`config.mk`:
```
export PLATFORM = sky130hd
export DESIGN_NAME = equihash_verifier_top
export DESIGN_NICKNAME = d
export VERILOG_FILES = /design/src/eqv_pkg.sv /design/src/equihash_verifier_top.sv /design/src/sol_checker.sv /design/src/sol_unpacker.sv /design/src/dup_detector.sv /design/src/sol_buffer.sv
export SDC_FILE = /design/constraint.sdc
export NUM_CORES = 1
export LEC_CHECK = 0
export BUFFER_PORTS_ARGS = -buffer_cell sky130_fd_sc_hd__buf_2
export CELL_PAD_IN_SITES_DETAIL_PLACEMENT = 1
export CELL_PAD_IN_SITES_GLOBAL_PLACEMENT = 2
export CORE_MARGIN = 3
export CORE_UTILIZATION = 30
export CTS_CLUSTER_DIAMETER = 120
export DETAILED_ROUTE_END_ITERATION = 7
export HOLD_SLACK_MARGIN = 0.03
export PLACE_DENSITY_LB_ADDON = 0.1
export RECOVER_POWER = 100
export SKIP_CTS_REPAIR_TIMING = 1
export SLEW_MARGIN = 30
export SYNTH_ARGS = -nofsm -noshare
export SYNTH_HDL_FRONTEND = slang
export SYNTH_SLANG_ARGS = --single-unit
```
`constraint.sdc`:
```
create_clock -name i_clk -period 5.47 [get_ports i_clk]
set_clock_uncertainty 0.05 [all_clocks]
set_input_delay 0.547 -clock i_clk [delete_from_list [all_inputs] [get_ports i_clk]]
set_output_delay 0.547 -clock i_clk [all_outputs]
set_load 0.005 [all_outputs]
```
`src/eqv_pkg.sv`:
```
// Shared definitions for the reduced Equihash solution verifier.
// Holds the list and hash sizes, the four-flag result mask and the
// index_hash generator that stands in for the full digest.
`default_nettype none

package eqv_pkg;

  localparam int SOL_BITS          = 12;
  localparam int K                 = 3;
  localparam int SOL_LIST_LEN      = 1 << K;
  localparam int N                 = 24;
  localparam int COLLISION_BIT_LEN = N / (K + 1);
  localparam int SEED_BITS         = 16;
  localparam int SOL_BYTS          = SOL_LIST_LEN * SOL_BITS / 8;

  // Result flags, most significant first
  typedef struct packed {
    logic xor_non_zero;
    logic bad_zero_order;
    logic bad_idx_order;
    logic duplicate_fnd;
  } equihash_mask_t;

  // The hash is linear in the index, so any XOR over an even number
  // of hashes loses the seed completely
  function automatic logic [N-1:0] index_hash(
    input logic [SEED_BITS-1:0] seed,
    input logic [SOL_BITS-1:0]  idx
  );
    logic [SOL_BITS-1:0] rot;
    // Rotate left by 5 within the index width
    rot = {idx[SOL_BITS-6:0], idx[SOL_BITS-1 -: 5]};
    return {idx ^ seed[SEED_BITS-1 -: SOL_BITS], rot ^ seed[SOL_BITS-1:0]};
  endfunction

endpackage

`default_nettype wire
```
`src/equihash_verifier_top.sv`:
```
// Top level of the reduced Equihash verifier. Feed one packet per
// result: two seed bytes then twelve packed solution bytes. The mask is
// valid only in the o_mask_val cycle.
`timescale 1ns/1ns
`default_nettype none

module equihash_verifier_top (
  input  wire                     i_clk,
  input  wire                     i_rst,
  input  wire [7:0]               i_dat,
  input  wire                     i_val,
  input  wire                     i_sop,
  input  wire                     i_eop,
  output logic                    o_rdy,
  output eqv_pkg::equihash_mask_t o_mask,
  output logic                    o_mask_val
);
  import eqv_pkg::*;

  localparam int ADDR_W = $clog2(SOL_LIST_LEN);

  logic [SEED_BITS-1:0] seed;
  logic                 wr, rd, list_done, done;
  logic [ADDR_W-1:0]    wr_addr, rd_addr;
  logic [SOL_BITS-1:0]  wr_dat, rd_dat;

  sol_unpacker u_sol_unpacker (
    .i_clk       ( i_clk     ),
    .i_rst       ( i_rst     ),
    .i_dat       ( i_dat     ),
    .i_val       ( i_val     ),
    .i_sop       ( i_sop     ),
    .i_eop       ( i_eop     ),
    .i_done      ( done      ),
    .o_rdy       ( o_rdy     ),
    .o_seed      ( seed      ),
    .o_wr        ( wr        ),
    .o_wr_addr   ( wr_addr   ),
    .o_wr_dat    ( wr_dat    ),
    .o_list_done ( list_done )
  );

  sol_buffer #(
    .SOL_BITS     ( SOL_BITS     ),
    .SOL_LIST_LEN ( SOL_LIST_LEN )
  ) u_sol_buffer (
    .i_clk     ( i_clk   ),
    .i_wr      ( wr      ),
    .i_wr_addr ( wr_addr ),
    .i_wr_dat  ( wr_dat  ),
    .i_rd      ( rd      ),
    .i_rd_addr ( rd_addr ),
    .o_rd_dat  ( rd_dat  )
  );

  sol_checker u_sol_checker (
    .i_clk       ( i_clk      ),
    .i_rst       ( i_rst      ),
    .i_list_done ( list_done  ),
    .i_seed      ( seed       ),
    .i_rd_dat    ( rd_dat     ),
    .o_rd        ( rd         ),
    .o_rd_addr   ( rd_addr    ),
    .o_done      ( done       ),
    .o_mask      ( o_mask     ),
    .o_mask_val  ( o_mask_val )
  );

endmodule

`default_nettype wire

```
`src/sol_checker.sv`:
```
// Back end of the verifier. Reads the list back from the buffer, hashes
// each index and checks the XOR tree, the zero ordering per level, the
// sibling index ordering and duplicates. The mask comes twelve cycles
// after the list-done strobe.
`timescale 1ns/1ns
`default_nettype none

module sol_checker (
  input  wire                                      i_clk,
  input  wire                                      i_rst,
  input  wire                                      i_list_done,
  input  wire [eqv_pkg::SEED_BITS-1:0]             i_seed,
  input  wire [eqv_pkg::SOL_BITS-1:0]              i_rd_dat,
  output logic                                     o_rd,
  output logic [$clog2(eqv_pkg::SOL_LIST_LEN)-1:0] o_rd_addr,
  output logic                                     o_done,
  output eqv_pkg::equihash_mask_t                  o_mask,
  output logic                                     o_mask_val
);
  import eqv_pkg::*;

  localparam int ADDR_W = $clog2(SOL_LIST_LEN);

  logic                rd_val, h_val, h_first;
  logic [ADDR_W-1:0]   rd_pos, h_pos;
  logic [SOL_BITS-1:0] h_idx;
  logic [N-1:0]        h_hash;
  // Running XOR of the current group at each tree level
  logic [N-1:0]        lvl_xor [1:K];
  logic [N-1:0]        lvl_nxt [1:K];
  // First index of the current group at each level
  logic [SOL_BITS-1:0] first_idx [1:K];
  logic                zero_err, order_err;
  logic                bad_zero, bad_idx;
  logic                dup_val, dup;

  always_comb begin
    h_first = h_val && h_pos == '0;
    zero_err  = 1'b0;
    order_err = 1'b0;
    for (int h = 1; h <= K; h++) begin
      if (int'(h_pos) % (1 << h) == 0)
        lvl_nxt[h] = h_hash;
      else
        lvl_nxt[h] = lvl_xor[h] ^ h_hash;
      // At a group end the top h collision slices must have cancelled
      if (int'(h_pos) % (1 << h) == (1 << h) - 1 &&
          (lvl_nxt[h] >> (N - h * COLLISION_BIT_LEN)) != '0)
        zero_err = 1'b1;
    end
    // Start of a right sibling, compare with the left sibling's first index
    for (int l = 0; l < K; l++) begin
      if (int'(h_pos) % (1 << (l + 1)) == (1 << l) && first_idx[l + 1] >= h_idx)
        order_err = 1'b1;
    end
  end

  always_ff @(posedge i_clk) begin
    if (i_rst) begin
      o_rd       <= 1'b0;
      o_rd_addr  <= '0;
      rd_val     <= 1'b0;
      h_val      <= 1'b0;
      bad_zero   <= 1'b0;
      bad_idx    <= 1'b0;
      o_mask_val <= 1'b0;
      o_done     <= 1'b0;
    end else begin
      rd_val     <= o_rd;
      h_val      <= rd_val;
      // The duplicate verdict lands in the cycle after the last hash update
      o_mask_val <= dup_val;
      o_done     <= dup_val;
      if (i_list_done) begin
        o_rd      <= 1'b1;
        o_rd_addr <= '0;
        bad_zero  <= 1'b0;
        bad_idx   <= 1'b0;
      end else if (o_rd) begin
        if (o_rd_addr == ADDR_W'(SOL_LIST_LEN - 1))
          o_rd <= 1'b0;
        else
          o_rd_addr <= o_rd_addr + 1'b1;
      end
      if (h_val) begin
        bad_zero <= bad_zero | zero_err;
        bad_idx  <= bad_idx | order_err;
      end
    end
  end

  always_ff @(posedge i_clk) begin
    rd_pos <= o_rd_addr;
    h_pos  <= rd_pos;
    h_idx  <= i_rd_dat;
    h_hash <= index_hash(i_seed, i_rd_dat);
    if (h_val) begin
      for (int h = 1; h <= K; h++) begin
        lvl_xor[h] <= lvl_nxt[h];
        if (int'(h_pos) % (1 << h) == 0)
          first_idx[h] <= h_idx;
      end
    end
    if (dup_val) begin
      o_mask.xor_non_zero   <= |lvl_xor[K];
      o_mask.bad_zero_order <= bad_zero;
      o_mask.bad_idx_order  <= bad_idx;
      o_mask.duplicate_fnd  <= dup;
    end
  end

  dup_detector #(
    .SOL_BITS     ( SOL_BITS     ),
    .SOL_LIST_LEN ( SOL_LIST_LEN )
  ) u_dup_detector (
    .i_clk     ( i_clk   ),
    .i_rst     ( i_rst   ),
    .i_val     ( h_val   ),
    .i_first   ( h_first ),
    .i_idx     ( h_idx   ),
    .o_dup_val ( dup_val ),
    .o_dup     ( dup     )
  );

endmodule

`default_nettype wire

```
`src/sol_unpacker.sv`:
```
// Front end of the verifier. Takes the packet byte stream, keeps the
// seed and cuts the MSB-first packed indices into buffer writes.
// After the last index it waits for the checker before taking more.
`timescale 1ns/1ns
`default_nettype none

module sol_unpacker (
  input  wire                                      i_clk,
  input  wire                                      i_rst,
  input  wire [7:0]                                i_dat,
  input  wire                                      i_val,
  input  wire                                      i_sop,
  input  wire                                      i_eop,
  input  wire                                      i_done,
  output logic                                     o_rdy,
  output logic [eqv_pkg::SEED_BITS-1:0]            o_seed,
  output logic                                     o_wr,
  output logic [$clog2(eqv_pkg::SOL_LIST_LEN)-1:0] o_wr_addr,
  output logic [eqv_pkg::SOL_BITS-1:0]             o_wr_dat,
  output logic                                     o_list_done
);
  import eqv_pkg::*;

  localparam int SEED_BYTS = SEED_BITS / 8;
  localparam int BYTE_W    = $clog2(SEED_BYTS + SOL_BYTS + 1);
  localparam int ADDR_W    = $clog2(SOL_LIST_LEN);
  localparam int ACC_W     = SOL_BITS + 8;

  typedef enum logic [1:0] {ST_IDLE, ST_DATA, ST_WAIT} state_t;

  state_t            state;
  logic [BYTE_W-1:0] byte_cnt;
  logic [ACC_W-1:0]  acc, acc_nxt;
  logic [4:0]        acc_bits, bits_nxt;
  logic [ADDR_W-1:0] idx_cnt;
  logic              take, seed_byte, sol_byte, emit;

  always_comb begin
    take      = i_val && o_rdy;
    seed_byte = take && ((state == ST_IDLE && i_sop) ||
                         (state == ST_DATA && byte_cnt < SEED_BYTS));
    sol_byte  = take && state == ST_DATA && byte_cnt >= SEED_BYTS &&
                byte_cnt < SEED_BYTS + SOL_BYTS;
    acc_nxt   = (acc << 8) | ACC_W'(i_dat);
    bits_nxt  = acc_bits + 5'd8;
    // An index is ready once twelve or more bits sit in the accumulator
    emit      = sol_byte && bits_nxt >= SOL_BITS;
  end

  always_ff @(posedge i_clk) begin
    if (i_rst) begin
      state       <= ST_IDLE;
      o_rdy       <= 1'b0;
      byte_cnt    <= '0;
      acc_bits    <= '0;
      idx_cnt     <= '0;
      o_wr        <= 1'b0;
      o_list_done <= 1'b0;
    end else begin
      o_wr        <= emit;
      o_list_done <= o_wr && o_wr_addr == ADDR_W'(SOL_LIST_LEN - 1);
      if (sol_byte)
        acc_bits <= emit ? bits_nxt - 5'(SOL_BITS) : bits_nxt;
      if (emit)
        idx_cnt <= idx_cnt + 1'b1;
      case (state)
        ST_IDLE: begin
          o_rdy <= 1'b1;
          if (take && i_sop) begin
            byte_cnt <= BYTE_W'(1);
            acc_bits <= '0;
            idx_cnt  <= '0;
            state    <= ST_DATA;
          end
        end
        ST_DATA: begin
          if (take) begin
            byte_cnt <= byte_cnt + 1'b1;
            if (i_eop) begin
              o_rdy <= 1'b0;
              state <= ST_WAIT;
            end
          end
        end
        default: begin
          // Hold the seed and the buffer until the result is out
          if (i_done) begin
            o_rdy <= 1'b1;
            state <= ST_IDLE;
          end
        end
      endcase
    end
  end

  always_ff @(posedge i_clk) begin
    if (seed_byte)
      o_seed <= {o_seed[SEED_BITS-9:0], i_dat};
    if (sol_byte)
      acc <= acc_nxt;
    if (emit) begin
      o_wr_dat  <= acc_nxt[bits_nxt - SOL_BITS +: SOL_BITS];
      o_wr_addr <= idx_cnt;
    end
  end

endmodule

`default_nettype wire

```
`src/dup_detector.sv`:
```
// Flags a repeated index within one list. Each index is compared with
// every earlier one; the verdict comes one cycle after the last index.
`timescale 1ns/1ns
`default_nettype none

module dup_detector #(
  parameter int SOL_BITS     = 12,
  parameter int SOL_LIST_LEN = 8
)(
  input  wire                i_clk,
  input  wire                i_rst,
  input  wire                i_val,
  input  wire                i_first,
  input  wire [SOL_BITS-1:0] i_idx,
  output logic               o_dup_val,
  output logic               o_dup
);

  localparam int PTR_W = (SOL_LIST_LEN > 1) ? $clog2(SOL_LIST_LEN) : 1;

  logic [SOL_BITS-1:0]     seen [SOL_LIST_LEN];
  logic [SOL_LIST_LEN-1:0] seen_vld, vld_nxt;
  logic [PTR_W-1:0]        cnt, ptr;
  logic                    dup_flag, hit, dup_nxt;

  always_comb begin
    // A first strobe restarts the list at entry 0
    ptr     = i_first ? '0 : cnt;
    vld_nxt = i_first ? '0 : seen_vld;
    vld_nxt[ptr] = 1'b1;
    hit     = 1'b0;
    for (int i = 0; i < SOL_LIST_LEN; i++) begin
      if (!i_first && seen_vld[i] && seen[i] == i_idx)
        hit = 1'b1;
    end
    dup_nxt = hit || (dup_flag && !i_first);
  end

  always_ff @(posedge i_clk) begin
    if (i_rst) begin
      seen_vld  <= '0;
      cnt       <= '0;
      dup_flag  <= 1'b0;
      o_dup_val <= 1'b0;
      o_dup     <= 1'b0;
    end else begin
      o_dup_val <= 1'b0;
      if (i_val) begin
        seen_vld <= vld_nxt;
        cnt      <= ptr + 1'b1;
        dup_flag <= dup_nxt;
        if (ptr == PTR_W'(SOL_LIST_LEN - 1)) begin
          o_dup_val <= 1'b1;
          o_dup     <= dup_nxt;
        end
      end
    end
  end

  always_ff @(posedge i_clk) begin
    if (i_val)
      seen[ptr] <= i_idx;
  end

endmodule

`default_nettype wire

```
`src/sol_buffer.sv`:
```
// Holds the indices of one solution list between unpacker and checker.
// One write port and one registered read port, data one cycle after
// the read enable.
`timescale 1ns/1ns
`default_nettype none

module sol_buffer #(
  parameter int SOL_BITS     = 12,
  parameter int SOL_LIST_LEN = 8
)(
  input  wire                            i_clk,
  input  wire                            i_wr,
  input  wire [$clog2(SOL_LIST_LEN)-1:0] i_wr_addr,
  input  wire [SOL_BITS-1:0]             i_wr_dat,
  input  wire                            i_rd,
  input  wire [$clog2(SOL_LIST_LEN)-1:0] i_rd_addr,
  output logic [SOL_BITS-1:0]            o_rd_dat
);

  logic [SOL_BITS-1:0] mem [SOL_LIST_LEN];

  // Write side, driven by the unpacker
  always_ff @(posedge i_clk) begin
    if (i_wr)
      mem[i_wr_addr] <= i_wr_dat;
  end

  // Read side, driven by the checker
  always_ff @(posedge i_clk) begin
    if (i_rd)
      o_rd_dat <= mem[i_rd_addr];
  end

endmodule

`default_nettype wire

```
==> summary.txt <==
Outcome
  – Outcome: complete, but fails checks
  – Failing checks: max-capacitance violations, max-slew violations

Timing
  – Final WS setup: 1.63 ns
  – Final setup viols: 0
  – Rel. slew slack: -33.3%
  – Hold_ws: 0.216 ns
  – Post-layout min period: 3.84 ns
  – Final hold violation count: 0
  – Max Clk Rate: 261 MHz
  – Worst Max-Slew Pin Slew: 2.00 ns
  – Max Slew Vio Count: 151
  – Period utilization: 70.1%
  – Unrepaired setup endpoints after global routing: no
  – Setup TNS: 0 ns

Pwr
  – Gate power share: 0.8%
  – Power share of the clock group: 48.6%
  – Peak VDD IR: 0.000317 V
  – Switch share: 20.1%
  – PD cells: 341 nW/µm²
  – Pint: 5280 µW
  – Reg power frac: 50.6%
  – Leak: 0.00625 µW
  – P_sw: 1330 µW

Setup path
  – RR Endpoint: u_sol_checker.bad_idx$_SDFFE_PP0P_
  – R2R depth: 9
  – Max stage delay cell, worst path: clkbuf_1
  – Stages on worst setup path: 9
  – Crit-path max cell delay: 1.09 ns
  – Critical path class: register to register
  – Req. time, crit path: 5.77 ns
  – R2R Path Start: u_sol_checker.h_idx[10]$_DFF_P_
  – Crit path capture type: register
  – Origin of the worst setup path: u_sol_checker.h_idx[10]$_DFF_P_
  – Crit-path max FO: 20
  – Top delay family on crit path: compound AO/OA/AOI/OAI gates
  – WP data arrival: 4.14 ns
  – R2R setup slack: 1.63 ns
  – Critical Path Source Type: register
  – CP cell instances: clkbuf_1, inv_1, ha_1, a21o_1, a211o_1, a2111oi_0, o41ai_1, a41oi_1, a311oi_1
  – Crit path buf inv count: 2

GRT
  – Total Routing Usage GR: 13.4%
  – Number of global-route vias before repair: 9797
  – Antenna violations before repair: 0
  – Largest net degree at the start of global routing: 32
  – Grt total ovfl: 0
  – First-pass GRT wire length: 60.8 mm

Logic synthesis
  – Share of flip-flops with an asynchronous set or reset: 0%
  – Seq/Total Area, Yosys: 68.0%
  – Number of flops mapped to enable cells by yosys: 329
  – Distinct cells, synth: 58
  – Most used DFF post-synth: edfxtp_1
  – Gate Count Post-Synth: 1136
  – Yosys warns: 0
  – Post-Syn Area: 16900 µm²
  – Register bit total from synthesis: 409
  – Post-synthesis net count: 1195
  – Mapped Avg Cell Area: 14.9 µm²

Cells and area
  – Fill cell count: 5660
  – # diodes: 0
  – Cell area after layout: 19400 µm²
  – Layout area overhead: 14.8%
  – Layout cells sized above 1: 10.6%
  – Nets: 1240
  – Final core occ: 35.0%

CTS
  – Total CTS buffers: 47
  – CTS root buffer: clkbuf_16
  – Skew-Pair Late Insertion Delay: 0.58 ns
  – Max Root-Sink Buffers: 3
  – Clk sinks: 409
  – Clock-pin slew on the worst setup and hold paths: 0.06 ns
  – CTS tree: done
  – H-Tree Depth: 2

Placement
  – Post-Place Setup Slack: 2.30 ns
  – Buffers on Ports: 18
  – Post-DP HPWL: 25.3 mm
  – Gpl congestion: 0.704
  – Placed inst area: 17900 µm²

Detailed routing
  – Wirelength, routed: 39.1 mm
  – Via Count: 9069
  – Routed Antenna Nets: 0
  – First-pass iteration count of the detailed router: 6
  – Initial DRC Count: 436
  – Remaining DRCs: 0
  – WL per Instance: 19.9 µm
  – Vias per std cell: 4.61

Floorplanning
  – Core Rows: 86
  – Die Ht: 243 µm
  – Initial Util: 30.5%
  – DIE AREA: 59100 µm²
  – Die width: 243 µm
  – Core area: 55400 µm²
  – Io pins: 19

Min path
  – Hold depth: 1
  – WHS Endpoint: u_sol_unpacker.o_seed[7]$_DFFE_PP_
  – Hold Startpoint: i_dat[7]
  – Hold crit path type: input port to register

Flow run
  – MaxCap Viol Count: 7
-- cell usage in the layout, fill, tap and decap left out, types with 28 or more instances in the layout --
master     count
nor2_1        65
mux4_2        28
ha_1          46
nand2_1       76
inv_1         28
clkbuf_1      40
xor2_1        32
edfxtp_1     329
xnor2_1      143
dfxtp_1       80
clkbuf_16     48
-- power by group through the flow --
stage	Clock (µW)	Combinational (µW)	Sequential, µW
2_1_floorplan	0	37.4	3410
3_3_place_gp	0	54.5	3410
3_5_place_dp	0	54.6	3420
4_1_cts	3340	54.9	3350
5_1_grt	3470	58.4	3350
6_report	3210	51.0	3350
-- per-stage QoR --
| stage | std cells | total power (µW) |
|---|---|---|
| detailed placement | 1880 | 3470 |
| floorplan | 1136 | 3440 |
| CTS | 1968 | 6750 |
| global route | 1968 | 6870 |
| global placement | 1880 | 3470 |
| finish | 1968 | 6610 |
-- cell usage after synthesis (3+ instances only) --
| cell type | count | area, µm² |
|---|---|---|
| o32ai_1 | 7 | 61.3 |
| and3_1 | 4 | 25.0 |
| edfxtp_1 | 329 | 9880 |
| a22oi_1 | 3 | 22.5 |
| o21a_1 | 6 | 45.0 |
| mux2i_1 | 12 | 120 |
| nor4bb_1 | 7 | 70.1 |
| nor2b_1 | 12 | 75.1 |
| a21oi_1 | 24 | 120 |
| nand2b_1 | 11 | 68.8 |
| buf_2 | 23 | 115 |
| xnor2_1 | 143 | 1250 |
| nor3_1 | 19 | 95.1 |
| nor2_1 | 65 | 244 |
| o21ai_0 | 16 | 80.1 |
| nand2_1 | 76 | 285 |
| a31oi_1 | 19 | 119 |
| ha_1 | 46 | 576 |
| nand4_1 | 21 | 131 |
| a211oi_1 | 5 | 37.5 |
| nand3_1 | 16 | 80.1 |
| a22o_1 | 4 | 35.0 |
| xor2_1 | 32 | 280 |
| inv_1 | 28 | 105 |
| o31ai_1 | 3 | 22.5 |
| clkbuf_1 | 21 | 78.8 |
| nor4_1 | 18 | 113 |
| dfxtp_1 | 80 | 1600 |
| mux4_2 | 28 | 631 |
| mux2_2 | 14 | 158 |
| a21o_1 | 7 | 52.6 |
-- worst reg2reg max path, delay by kind of cell (launching register included) --
family | cells | cell delay (ns)
AO/OA/AOI/OAI | 6 | 1.46
buffers and inverters | 2 | 1.42
adder cells (fa/ha/maj) | 1 | 0.40
flip-flops | 1 | 0.30
-- flip-flops by register name, indices dropped and copies added, names as in the netlist, 12 cells and up --
| signal | count |
|---|---|
| u_sol_buffer.o_rd_dat | 12 |
| u_sol_checker.first_idx | 36 |
| u_sol_checker.h_idx | 12 |
| u_sol_buffer.mem | 96 |
| u_sol_checker.u_dup_detector.seen | 96 |
| u_sol_checker.h_hash | 24 |
| u_sol_unpacker.o_seed | 16 |
| u_sol_unpacker.o_wr_dat | 12 |
| u_sol_checker.lvl_xor | 42 |
| u_sol_unpacker.acc | 12 |
-- cell families (layout without fill, tap and decap cells) --
group / count (synthesis) / in the layout / synth area share (%)
AOI/OAI and AO/OA: 110 / 110 / 4.34
buffers and inverters: 76 / 160 / 1.95
muxes: 54 / 54 / 5.38
DFF: 409 / 409 / 68.0
xor gates and xnor gates: 175 / 175 / 9.08
and+or+nand+nor: 266 / 266 / 7.81
adders and majority gates: 46 / 46 / 3.41
-- area by class of cell --
class	instances	area [µm²]	share of cell area (%)
Tap cell	748	936	4.83
Inverter	28	105	0.542
Sequential cell	409	11500	59.3
Clock buffer	64	1350	6.97
Timing Repair Buffer	44	189	0.975
Multi-Input combinational cell	651	5060	26.1
Clock inverter	24	249	1.29
-- worst max-delay path by stage --
stage / slack [ns] / end
final: 1.63 / u_sol_checker.bad_idx$_SDFFE_PP0P_
after global routing: 1.23 / u_sol_checker.bad_idx$_SDFFE_PP0P_
after CTS: 2.26 / u_sol_checker.u_dup_detector.seen[6][11]$_DFFE_PP_
after detailed placement: 2.30 / u_sol_checker.u_dup_detector.seen[6][11]$_DFFE_PP_
after global placement: 2.36 / u_sol_checker.bad_idx$_SDFFE_PP0P_
after floorplan: 1.92 / u_sol_checker.u_dup_detector.seen[2][0]$_DFFE_PP_
-- routing by layer --
layer / vias up / global-route usage, % / wire [µm]
met5: - / 0 / 0
met1: 4635 / 18.3 / 18700
li1: 4307 / - / -
met4: 0 / 3.71 / 675
met2: 83 / 22.1 / 18600
met3: 44 / 2.26 / 1130
(Power assumes the default switching activity.)
